--- src/include/gat_consts.svh ---
`ifndef GAT_CONSTS_SVH
`define GAT_CONSTS_SVH

// ======================================================================
// Bus and datapath widths
// ======================================================================
`define GAT_TOP_WIDTH          32
`define GAT_DATA_WIDTH         8
`define GAT_WH_DATA_WIDTH      20
`define GAT_NEW_FEATURE_WIDTH  32

// ======================================================================
// Fixed small graph configuration
// ======================================================================
`define GAT_NUM_FEATURE_IN     16
`define GAT_NUM_FEATURE_OUT    4
`define GAT_TOTAL_NODES        8
`define GAT_H_DEPTH            64
`define GAT_WEIGHT_DEPTH       64
`define GAT_FEAT_DEPTH         32

// Field and word-address widths
`define GAT_COL_IDX_WIDTH      4
`define GAT_ROW_LEN_WIDTH      5
`define GAT_H_ADDR_W           6
`define GAT_NODE_ADDR_W        3
`define GAT_WEIGHT_ADDR_W      6
`define GAT_FEAT_ADDR_W        5

`endif

--- src/rtl/gat_pkg.sv ---
`include "gat_consts.svh"

package gat_pkg;

  // One sparse entry of H
  typedef struct packed {
    logic signed [`GAT_DATA_WIDTH-1:0] value;
    logic [`GAT_COL_IDX_WIDTH-1:0]     col;
  } h_entry_t;

  // Row information of one node
  typedef struct packed {
    logic [`GAT_ROW_LEN_WIDTH-1:0] row_len;
    logic                          last;
  } node_info_t;

  typedef logic signed [`GAT_DATA_WIDTH-1:0]    weight_t;
  typedef logic signed [`GAT_WH_DATA_WIDTH-1:0] acc_t;

  // Host word views with the payload in the low bits
  typedef struct packed {
    logic [`GAT_TOP_WIDTH-$bits(h_entry_t)-1:0] unused;
    h_entry_t                                   entry;
  } h_load_t;

  typedef struct packed {
    logic [`GAT_TOP_WIDTH-$bits(node_info_t)-1:0] unused;
    node_info_t                                   info;
  } node_load_t;

  typedef union packed {
    logic [`GAT_TOP_WIDTH-1:0] raw;
    h_load_t                   h;
    node_load_t                node;
  } load_word_u;

endpackage

--- src/rtl/gat_bram_store.sv ---
`timescale 1ns/1ps
`include "gat_consts.svh"

module gat_bram_store (
  input  logic                           clk,
  input  logic                           arst_n,

  input  logic [`GAT_TOP_WIDTH-1:0]      h_data_bram_din,
  input  logic                           h_data_bram_ena,
  input  logic                           h_data_bram_wea,
  input  logic [`GAT_H_ADDR_W+1:0]       h_data_bram_addra,

  input  logic [`GAT_TOP_WIDTH-1:0]      h_node_info_bram_din,
  input  logic                           h_node_info_bram_ena,
  input  logic                           h_node_info_bram_wea,
  input  logic [`GAT_NODE_ADDR_W+1:0]    h_node_info_bram_addra,

  input  logic [`GAT_TOP_WIDTH-1:0]      wgt_bram_din,
  input  logic                           wgt_bram_ena,
  input  logic                           wgt_bram_wea,
  input  logic [`GAT_WEIGHT_ADDR_W+1:0]  wgt_bram_addra,

  input  logic [`GAT_H_ADDR_W-1:0]       h_rd_addr,
  input  logic [`GAT_NODE_ADDR_W-1:0]    node_rd_addr,
  input  logic [`GAT_WEIGHT_ADDR_W-1:0]  wgt_rd_addr,
  output gat_pkg::h_entry_t              h_rd_data,
  output gat_pkg::node_info_t            node_rd_data,
  output gat_pkg::weight_t               wgt_rd_data
);
  import gat_pkg::*;

  h_entry_t   h_mem    [`GAT_H_DEPTH];
  node_info_t node_mem [`GAT_TOTAL_NODES];
  weight_t    wgt_mem  [`GAT_WEIGHT_DEPTH];

  load_word_u h_word;
  load_word_u node_word;

  logic [`GAT_H_ADDR_W-1:0]      h_wr_idx;
  logic [`GAT_NODE_ADDR_W-1:0]   node_wr_idx;
  logic [`GAT_WEIGHT_ADDR_W-1:0] wgt_wr_idx;

  // ====================================================================
  // Host write side
  // ====================================================================
  assign h_word    = h_data_bram_din;
  assign node_word = h_node_info_bram_din;

  // Byte address to word index
  assign h_wr_idx    = h_data_bram_addra[`GAT_H_ADDR_W+1:2];
  assign node_wr_idx = h_node_info_bram_addra[`GAT_NODE_ADDR_W+1:2];
  assign wgt_wr_idx  = wgt_bram_addra[`GAT_WEIGHT_ADDR_W+1:2];

  always_ff @(posedge clk) begin
    if (h_data_bram_ena && h_data_bram_wea) begin
      h_mem[h_wr_idx] <= h_word.h.entry;
    end
    if (h_node_info_bram_ena && h_node_info_bram_wea) begin
      node_mem[node_wr_idx] <= node_word.node.info;
    end
    if (wgt_bram_ena && wgt_bram_wea) begin
      wgt_mem[wgt_wr_idx] <= wgt_bram_din[`GAT_DATA_WIDTH-1:0];
    end
  end

  // ====================================================================
  // Core read side with one cycle of latency
  // ====================================================================
  always_ff @(posedge clk or negedge arst_n) begin
    if (!arst_n) begin
      h_rd_data    <= '0;
      node_rd_data <= '0;
      wgt_rd_data  <= '0;
    end else begin
      h_rd_data    <= h_mem[h_rd_addr];
      node_rd_data <= node_mem[node_rd_addr];
      wgt_rd_data  <= wgt_mem[wgt_rd_addr];
    end
  end

endmodule

--- src/rtl/gat_status_regs.sv ---
`timescale 1ns/1ps
`include "gat_consts.svh"

module gat_status_regs (
  input  logic                      clk,
  input  logic                      arst_n,
  input  logic                      h_data_bram_load_done,
  input  logic                      h_node_info_bram_load_done,
  input  logic                      wgt_bram_load_done,
  input  logic                      done,
  input  logic                      node_step,
  input  logic                      nnz_step,
  output logic                      start,
  output logic                      gat_ready,
  output logic [`GAT_TOP_WIDTH-1:0] gat_debug_1,
  output logic [`GAT_TOP_WIDTH-1:0] gat_debug_2,
  output logic [`GAT_TOP_WIDTH-1:0] gat_debug_3
);

  logic h_seen;
  logic node_seen;
  logic wgt_seen;
  logic all_seen;
  logic start_sent;
  logic busy;

  assign all_seen = h_seen & node_seen & wgt_seen;

  // ====================================================================
  // Load tracking and start
  // ====================================================================
  always_ff @(posedge clk or negedge arst_n) begin
    if (!arst_n) begin
      h_seen     <= 1'b0;
      node_seen  <= 1'b0;
      wgt_seen   <= 1'b0;
      start_sent <= 1'b0;
      start      <= 1'b0;
      busy       <= 1'b0;
      gat_ready  <= 1'b0;
    end else begin
      h_seen    <= h_seen | h_data_bram_load_done;
      node_seen <= node_seen | h_node_info_bram_load_done;
      wgt_seen  <= wgt_seen | wgt_bram_load_done;
      // Single start per reset
      start     <= all_seen & ~start_sent;
      if (all_seen) begin
        start_sent <= 1'b1;
      end
      if (start) begin
        busy <= 1'b1;
      end else if (done) begin
        busy <= 1'b0;
      end
      // Sticky until reset
      gat_ready <= gat_ready | done;
    end
  end

  // Debug counters
  always_ff @(posedge clk or negedge arst_n) begin
    if (!arst_n) begin
      gat_debug_1 <= '0;
      gat_debug_2 <= '0;
      gat_debug_3 <= '0;
    end else begin
      if (node_step) gat_debug_1 <= gat_debug_1 + 1'b1;
      if (nnz_step) gat_debug_2 <= gat_debug_2 + 1'b1;
      if (start || busy) gat_debug_3 <= gat_debug_3 + 1'b1;
    end
  end

endmodule

--- src/rtl/gat_spmm_core.sv ---
`timescale 1ns/1ps
`include "gat_consts.svh"

module gat_spmm_core (
  input  logic                          clk,
  input  logic                          arst_n,
  input  logic                          start,
  output logic [`GAT_H_ADDR_W-1:0]      h_rd_addr,
  output logic [`GAT_NODE_ADDR_W-1:0]   node_rd_addr,
  output logic [`GAT_WEIGHT_ADDR_W-1:0] wgt_rd_addr,
  input  gat_pkg::h_entry_t             h_rd_data,
  input  gat_pkg::node_info_t           node_rd_data,
  input  gat_pkg::weight_t              wgt_rd_data,
  output logic                          feat_wr_en,
  output logic [`GAT_FEAT_ADDR_W-1:0]   feat_wr_addr,
  output gat_pkg::acc_t                 feat_wr_data,
  output logic                          done,
  output logic                          node_step,
  output logic                          nnz_step
);
  import gat_pkg::*;

  localparam int NF  = `GAT_NUM_FEATURE_OUT;
  localparam int JW  = $clog2(NF);
  localparam int WAW = `GAT_WEIGHT_ADDR_W;
  localparam int FAW = `GAT_FEAT_ADDR_W;

  typedef enum logic [2:0] {
    S_IDLE,
    S_FETCH_NODE,
    S_FETCH_ENTRY,
    S_ACCUM,
    S_WRITE,
    S_DONE
  } state_t;

  state_t                         state;
  logic [`GAT_NODE_ADDR_W-1:0]    node_idx;
  logic [`GAT_H_ADDR_W-1:0]       h_ptr;
  logic [JW-1:0]                  j;
  logic [`GAT_ROW_LEN_WIDTH-1:0]  remain;
  logic                           last_q;
  logic                           last_col;
  logic [`GAT_COL_IDX_WIDTH-1:0]  col_sel;
  logic [JW-1:0]                  j_sel;

  weight_t                        val_q;
  logic [`GAT_COL_IDX_WIDTH-1:0]  col_q;
  acc_t                           acc [NF];

  assign last_col = (j == JW'(NF - 1));

  // ====================================================================
  // Read addresses
  // ====================================================================
  // H is prefetched so h_rd_data always follows h_ptr
  assign h_rd_addr = h_ptr;

  // Look one node ahead on the final write so FETCH_NODE sees valid data
  assign node_rd_addr = (state == S_WRITE && last_col) ? node_idx + 1'b1 : node_idx;

  // Column 0 weight is requested while the entry arrives and j+1 on each later cycle
  assign col_sel     = (state == S_FETCH_ENTRY) ? h_rd_data.col : col_q;
  assign j_sel       = (state == S_FETCH_ENTRY) ? '0 : j + 1'b1;
  assign wgt_rd_addr = WAW'(col_sel * NF + j_sel);

  // ====================================================================
  // Sequencer
  // ====================================================================
  always_ff @(posedge clk or negedge arst_n) begin
    if (!arst_n) begin
      state    <= S_IDLE;
      node_idx <= '0;
      h_ptr    <= '0;
      j        <= '0;
      remain   <= '0;
      last_q   <= 1'b0;
    end else begin
      case (state)
        S_IDLE: begin
          if (start) state <= S_FETCH_NODE;
        end
        S_FETCH_NODE: begin
          remain <= node_rd_data.row_len;
          last_q <= node_rd_data.last;
          j      <= '0;
          state  <= (node_rd_data.row_len == '0) ? S_WRITE : S_FETCH_ENTRY;
        end
        S_FETCH_ENTRY: begin
          h_ptr <= h_ptr + 1'b1;
          j     <= '0;
          state <= S_ACCUM;
        end
        S_ACCUM: begin
          j <= j + 1'b1;
          if (last_col) begin
            j      <= '0;
            remain <= remain - 1'b1;
            state  <= (remain == 1) ? S_WRITE : S_FETCH_ENTRY;
          end
        end
        S_WRITE: begin
          j <= j + 1'b1;
          if (last_col) begin
            j        <= '0;
            node_idx <= node_idx + 1'b1;
            state    <= last_q ? S_DONE : S_FETCH_NODE;
          end
        end
        S_DONE: begin
          node_idx <= '0;
          h_ptr    <= '0;
          state    <= S_IDLE;
        end
        default: state <= S_IDLE;
      endcase
    end
  end

  // Entry latch and accumulator bank
  always_ff @(posedge clk) begin
    case (state)
      S_FETCH_NODE: begin
        for (int k = 0; k < NF; k++) begin
          acc[k] <= '0;
        end
      end
      S_FETCH_ENTRY: begin
        val_q <= h_rd_data.value;
        col_q <= h_rd_data.col;
      end
      S_ACCUM: acc[j] <= acc[j] + val_q * wgt_rd_data;
      default: ;
    endcase
  end

  // ====================================================================
  // Outputs
  // ====================================================================
  assign feat_wr_en   = (state == S_WRITE);
  assign feat_wr_addr = FAW'(node_idx * NF + j);
  assign feat_wr_data = acc[j];
  assign done         = (state == S_DONE);
  assign node_step    = (state == S_WRITE) && last_col;
  assign nnz_step     = (state == S_FETCH_ENTRY);

endmodule

--- src/rtl/gat_feat_bram.sv ---
`timescale 1ns/1ps
`include "gat_consts.svh"

module gat_feat_bram (
  input  logic                              clk,
  input  logic                              feat_wr_en,
  input  logic [`GAT_FEAT_ADDR_W-1:0]       feat_wr_addr,
  input  gat_pkg::acc_t                     feat_wr_data,
  input  logic [`GAT_FEAT_ADDR_W+1:0]       feat_bram_addrb,
  output logic [`GAT_NEW_FEATURE_WIDTH-1:0] feat_bram_dout
);
  import gat_pkg::*;

  localparam int EXT = `GAT_NEW_FEATURE_WIDTH - `GAT_WH_DATA_WIDTH;

  acc_t mem [`GAT_FEAT_DEPTH];
  acc_t rd_word;

  // Core write port
  always_ff @(posedge clk) begin
    if (feat_wr_en) begin
      mem[feat_wr_addr] <= feat_wr_data;
    end
  end

  // Host read port on a byte address
  always_ff @(posedge clk) begin
    feat_bram_dout <= {{EXT{rd_word[`GAT_WH_DATA_WIDTH-1]}}, rd_word};
  end

  assign rd_word = mem[feat_bram_addrb[`GAT_FEAT_ADDR_W+1:2]];

endmodule

--- src/rtl/gat_top_wrapper.sv ---
`timescale 1ns/1ps
`include "gat_consts.svh"

module gat_top_wrapper (
  input  logic                              clk,
  input  logic                              arst_n,

  // ====================================================================
  // Register bank
  // ====================================================================
  output logic                              gat_ready,
  output logic [`GAT_TOP_WIDTH-1:0]         gat_debug_1,
  output logic [`GAT_TOP_WIDTH-1:0]         gat_debug_2,
  output logic [`GAT_TOP_WIDTH-1:0]         gat_debug_3,
  input  logic                              h_data_bram_load_done,
  input  logic                              h_node_info_bram_load_done,
  input  logic                              wgt_bram_load_done,

  // ====================================================================
  // Memory interface
  // ====================================================================
  input  logic [`GAT_TOP_WIDTH-1:0]         h_data_bram_din,
  input  logic                              h_data_bram_ena,
  input  logic                              h_data_bram_wea,
  input  logic [`GAT_H_ADDR_W+1:0]          h_data_bram_addra,
  input  logic [`GAT_TOP_WIDTH-1:0]         h_node_info_bram_din,
  input  logic                              h_node_info_bram_ena,
  input  logic                              h_node_info_bram_wea,
  input  logic [`GAT_NODE_ADDR_W+1:0]       h_node_info_bram_addra,
  input  logic [`GAT_TOP_WIDTH-1:0]         wgt_bram_din,
  input  logic                              wgt_bram_ena,
  input  logic                              wgt_bram_wea,
  input  logic [`GAT_WEIGHT_ADDR_W+1:0]     wgt_bram_addra,
  input  logic [`GAT_FEAT_ADDR_W+1:0]       feat_bram_addrb,
  output logic [`GAT_NEW_FEATURE_WIDTH-1:0] feat_bram_dout
);
  import gat_pkg::*;

  logic [`GAT_H_ADDR_W-1:0]      h_rd_addr;
  logic [`GAT_NODE_ADDR_W-1:0]   node_rd_addr;
  logic [`GAT_WEIGHT_ADDR_W-1:0] wgt_rd_addr;
  h_entry_t                      h_rd_data;
  node_info_t                    node_rd_data;
  weight_t                       wgt_rd_data;

  logic                          start;
  logic                          done;
  logic                          node_step;
  logic                          nnz_step;
  logic                          feat_wr_en;
  logic [`GAT_FEAT_ADDR_W-1:0]   feat_wr_addr;
  acc_t                          feat_wr_data;

  gat_bram_store u_store (
    .clk                    (clk),
    .arst_n                 (arst_n),
    .h_data_bram_din        (h_data_bram_din),
    .h_data_bram_ena        (h_data_bram_ena),
    .h_data_bram_wea        (h_data_bram_wea),
    .h_data_bram_addra      (h_data_bram_addra),
    .h_node_info_bram_din   (h_node_info_bram_din),
    .h_node_info_bram_ena   (h_node_info_bram_ena),
    .h_node_info_bram_wea   (h_node_info_bram_wea),
    .h_node_info_bram_addra (h_node_info_bram_addra),
    .wgt_bram_din           (wgt_bram_din),
    .wgt_bram_ena           (wgt_bram_ena),
    .wgt_bram_wea           (wgt_bram_wea),
    .wgt_bram_addra         (wgt_bram_addra),
    .h_rd_addr              (h_rd_addr),
    .node_rd_addr           (node_rd_addr),
    .wgt_rd_addr            (wgt_rd_addr),
    .h_rd_data              (h_rd_data),
    .node_rd_data           (node_rd_data),
    .wgt_rd_data            (wgt_rd_data)
  );

  gat_status_regs u_status (
    .clk                        (clk),
    .arst_n                     (arst_n),
    .h_data_bram_load_done      (h_data_bram_load_done),
    .h_node_info_bram_load_done (h_node_info_bram_load_done),
    .wgt_bram_load_done         (wgt_bram_load_done),
    .done                       (done),
    .node_step                  (node_step),
    .nnz_step                   (nnz_step),
    .start                      (start),
    .gat_ready                  (gat_ready),
    .gat_debug_1                (gat_debug_1),
    .gat_debug_2                (gat_debug_2),
    .gat_debug_3                (gat_debug_3)
  );

  gat_spmm_core u_core (
    .clk          (clk),
    .arst_n       (arst_n),
    .start        (start),
    .h_rd_addr    (h_rd_addr),
    .node_rd_addr (node_rd_addr),
    .wgt_rd_addr  (wgt_rd_addr),
    .h_rd_data    (h_rd_data),
    .node_rd_data (node_rd_data),
    .wgt_rd_data  (wgt_rd_data),
    .feat_wr_en   (feat_wr_en),
    .feat_wr_addr (feat_wr_addr),
    .feat_wr_data (feat_wr_data),
    .done         (done),
    .node_step    (node_step),
    .nnz_step     (nnz_step)
  );

  gat_feat_bram u_feat (
    .clk             (clk),
    .feat_wr_en      (feat_wr_en),
    .feat_wr_addr    (feat_wr_addr),
    .feat_wr_data    (feat_wr_data),
    .feat_bram_addrb (feat_bram_addrb),
    .feat_bram_dout  (feat_bram_dout)
  );

endmodule

--- config.mk ---
export PLATFORM = sky130hd
export DESIGN_NAME = gat_top_wrapper
export DESIGN_NICKNAME = d
export VERILOG_FILES = /design/src/rtl/gat_pkg.sv /design/src/rtl/gat_bram_store.sv /design/src/rtl/gat_status_regs.sv /design/src/rtl/gat_spmm_core.sv /design/src/rtl/gat_feat_bram.sv /design/src/rtl/gat_top_wrapper.sv
export VERILOG_INCLUDE_DIRS = /design/src /design/src/include
export SDC_FILE = /design/constraint.sdc
export NUM_CORES = 2
export LEC_CHECK = 0
export BUFFER_PORTS_ARGS = -buffer_cell sky130_fd_sc_hd__buf_2
export CORE_UTILIZATION = 43
export DETAILED_ROUTE_END_ITERATION = 12
export GPL_TIMING_DRIVEN = 0
export PLACE_DENSITY_LB_ADDON = 0.05
export REMOVE_ABC_BUFFERS = 1
export SYNTH_ARGS = -nofsm -noshare
export SYNTH_HDL_FRONTEND = slang
export SYNTH_HIERARCHICAL = 1
export SYNTH_SLANG_ARGS = --single-unit
--- constraint.sdc ---
create_clock -name clk -period 5.9 [get_ports clk]
set_clock_uncertainty 0.2 [all_clocks]
set_input_delay 0.295 -clock clk [delete_from_list [all_inputs] [get_ports clk]]
set_output_delay 0.295 -clock clk [all_outputs]
set_load 0.005 [all_outputs]
==> reports/metrics.yaml <==
endpoint_kind: "flip-flop"
area_growth_pct: 14.9
period_share_pct: 97.3
drive_above_1_share_pct: 21.6
die_area_um2: 213000
synth.cell_area_um2: 90700
gp_congestion: 0.763
synth_area_leaders: "edfxtp_1 68%, mux4_2 9.1%, mux2i_1 4.2%, dfrtp_1 4.1%, fa_1 1.9%"
firstDrtPassIters: 5
start_util_pct: 43.3
clockBufferDepth: 3
ys.flop_type: "edfxtp_1"
cts_tree: "yes"
nFillCells: 17300
wl_um: 229000
criticalPathCategory: "reg -> reg"
cp_data_required_time_ps: 6290
path_delay_family: "adder cells"
path_common_cell: "fa_1"
vias: 46000
cts_made_buffers: 229
yosysTopAreaCell: "edfxtp_1"
setup_ws_ps: 160
row_count: 168
whs_endpoint: "u_store/wgt_mem[31][7]$_DFFE_PP_"
slowest_stage: "mux4_2"
grt_pass1_wl_um: 334000
synth_cell_types: 82
yosysMostFrequentCell: "edfxtp_1"
viasPerCell: 5.61
yosys_warnings: 6
max_stage_delay_ps: 630
core_area_um2: 210000
slew_headroom_pct: 2.79
ys_ff_latch: 2229
drc_errors: 0
io_pins: 264
fp.dieH_um: 461
postSynthCellCount: 4866
tightest_slew_ps: 1450
ff_latch_area_um2: 66000
crit_fanout: 14
start_kind: "flip-flop"
stdcell_count: 8212
ctsRootBufferMaster: "clkbuf_16"
synth_area_per_cell_um2: 18.6
die_w_um: 461
clock_sinks: 2229
grt_setup_unrepaired: "no"
multi_input_area_um2: 23800
hold_depth: 1
wl_per_cell_um: 27.8
synth_top_cell_area_share_pct: 68.1
antenna_found_initial: 13
period_needed_ps: 5740
clkTransAtPathRegs_ps: 60
cp-startpoint: "u_core/j[0]$_DFFE_PN0P_"
gr-total-overflow: 0
drv_slew: 0
hold_viol: 0
hold_path.class: "in -> reg"
nets: 5478
dp.cells: 7672
synth_edf_count: 2056
htree_levels: 4
placement.io_buffers: 185
postRouteAntennaNets: 0
path_cells: "buf_16 > mux4_2 > fa_1 > inv_1 > fa_1 > inv_1 > fa_1 > fa_1 > ha_1 > ha_2 > a21oi_2 > o21ai_2 > a22o_1 > a311oi_4 > xnor2_2 > nor2_1"
grtUsageTotal_pct: 21.7
path_buf_inv: 3
seq_area_frac_synth_pct: 72.7
pre_cts_slack_ps: -897
drt-initial-drc-count: 3468
r2r-start: "u_core/j[0]$_DFFE_PN0P_"
setup_viol_count_final: 0
synth_common_cells: "2,056 x edfxtp_1, 383 x mux2i_1, 366 x mux4_2"
reg2reg_depth: 16
grt_pass1_vias: 46900
r2r-end: "u_core/acc[0][19]$_SDFFCE_PN0P_"
rrSetupSlack_ps: 160
cp_data_arrival_time_ps: 6120
fmax_mhz: 174
grt_max_degree: 91
status: "complete, no violations"
min_from: "wgt_bram_din[7]"
clk_latency_ps: 870
drv_cap: 0
synthArstFlopShare_pct: 6.68
hpwlAfterDp_um: 129000
-- cell families (layout without fill, tap and decap cells) --
logic type	count (synthesis)	in the layout	share of synthesized area [%]
AO/OA/AOI/OAI	404	404	3.08
XOR/XNOR	116	116	1.12
adder cells (fa/ha/maj)	142	142	2.69
buffers and inverters	368	880	2.17
flip-flops	2229	2229	72.7
multiplexers	772	788	13.6
other	0	13	0
AND/OR/NAND/NOR	835	835	4.62
-- layout by cell type, fill, tap and decap left out, drive strengths merged, types with 13 or more instances in the layout --
master	n
nand4	60
nor3	39
mux4	382
edfxtp	2056
nand3b	21
nand2b	13
a31oi	23
dfrtp	149
buf	290
inv	122
ha	54
xor2	28
dlygate4sd3	49
and3	18
clkinv	77
fa	88
nand2	151
o21ai	44
clkbuf	326
a21oi	83
or2	16
a211oi	25
mux2i	383
and2	61
nor2	281
xnor2	88
nand3	102
a22oi	81
o221ai	13
dfxtp	24
a22o	46
diode	13
nor2b	19
o22ai	24
mux2	23
-- per-layer routing --
metal | wire (um) | up-vias | global-route usage [%]
met3 | 10700 | 286 | 3.37
met2 | 113000 | 1053 | 35.5
li1 | - | 20100 | -
met5 | 52 | - | 0
met1 | 101000 | 24600 | 30.4
met4 | 4280 | 8 | 5.05
-- state kept, by name, summed over array words and instances, names as in the netlist, 3 cells and up --
register and count:
u_store/h_rd_data 12, u_store/node_mem 48, u_store/wgt_mem 512, u_store/node_rd_data 6, u_status/gat_debug_1 32, u_status/gat_debug_2 32, u_status/gat_debug_3 32, u_core/h_rd_addr 6
u_store/h_mem 768, u_core/col_q 4, u_core/state 3, u_feat/feat_bram_dout 20, u_store/wgt_rd_data 8, u_core/remain 5, u_feat/mem 640, u_core/node_idx 3
u_core/val_q 8, u_core/acc 80
-- per-stage QoR --
| stage | instance area [um2] | setup TNS [ps] | hold WS, ps | util, % |
|---|---|---|---|---|
| 6_report | 104000 | 0 | 44.6 | 49.7 |
| 5_1_grt | 104000 | 0 | 67.0 | 49.7 |
| 4_1_cts | 104000 | 0 | 1.47 | 49.6 |
| 3_5_place_dp | 95400 | -32360 | 77.1 | 45.5 |
| 3_3_place_gp | 93600 | -423650 | 206 | 44.7 |
| 2_1_floorplan | 89200 | -80280 | -201 | - |
-- worst max-delay path by stage --
stage / end / slack [ps] / cells past startpoint
final: u_core/acc[0][19]$_SDFFCE_PN0P_ / 160 / 16
after global routing: u_core/acc[0][19]$_SDFFCE_PN0P_ / 5 / 16
after global placement: u_store/wgt_rd_data[5]$_DFF_PN0_ / -18180 / 8
after CTS: u_core/acc[1][17]$_SDFFCE_PN0P_ / 20 / 18
after detailed placement: u_core/acc[3][19]$_DFFE_PP_ / -900 / 16
after floorplan: u_store/wgt_rd_data[4]$_DFF_PN0_ / -5800 / 6
-- repair_timing --
| item | 4_1_cts | 5_1_grt |
|---|---|---|
| resized for setup | 23 | 26 |
| setup buffers | 25 | 8 |
| endpoints found under the hold margin | 414 | 0 |
| cloned | 17 | 0 |
| setup endpoints to repair | 52 | 39 |
| pin swaps | 2 | 6 |
| hold buffers | 50 | 0 |
-- area by class of cell --
class / instances / share of cell area [%]
Antenna cell: 13 / 0.0312
Clock buffer: 326 / 6.18
Clock inverter: 98 / 0.803
Inverter: 116 / 0.418
Multi-Input combinational cell: 2285 / 22.8
Sequential cell: 2229 / 63.3
Tap cell: 2805 / 3.37
Timing Repair Buffer: 340 / 3.07
Power is not shown: default switching activity piles up to over one toggle a cycle in this logic, so the estimate is an artifact.
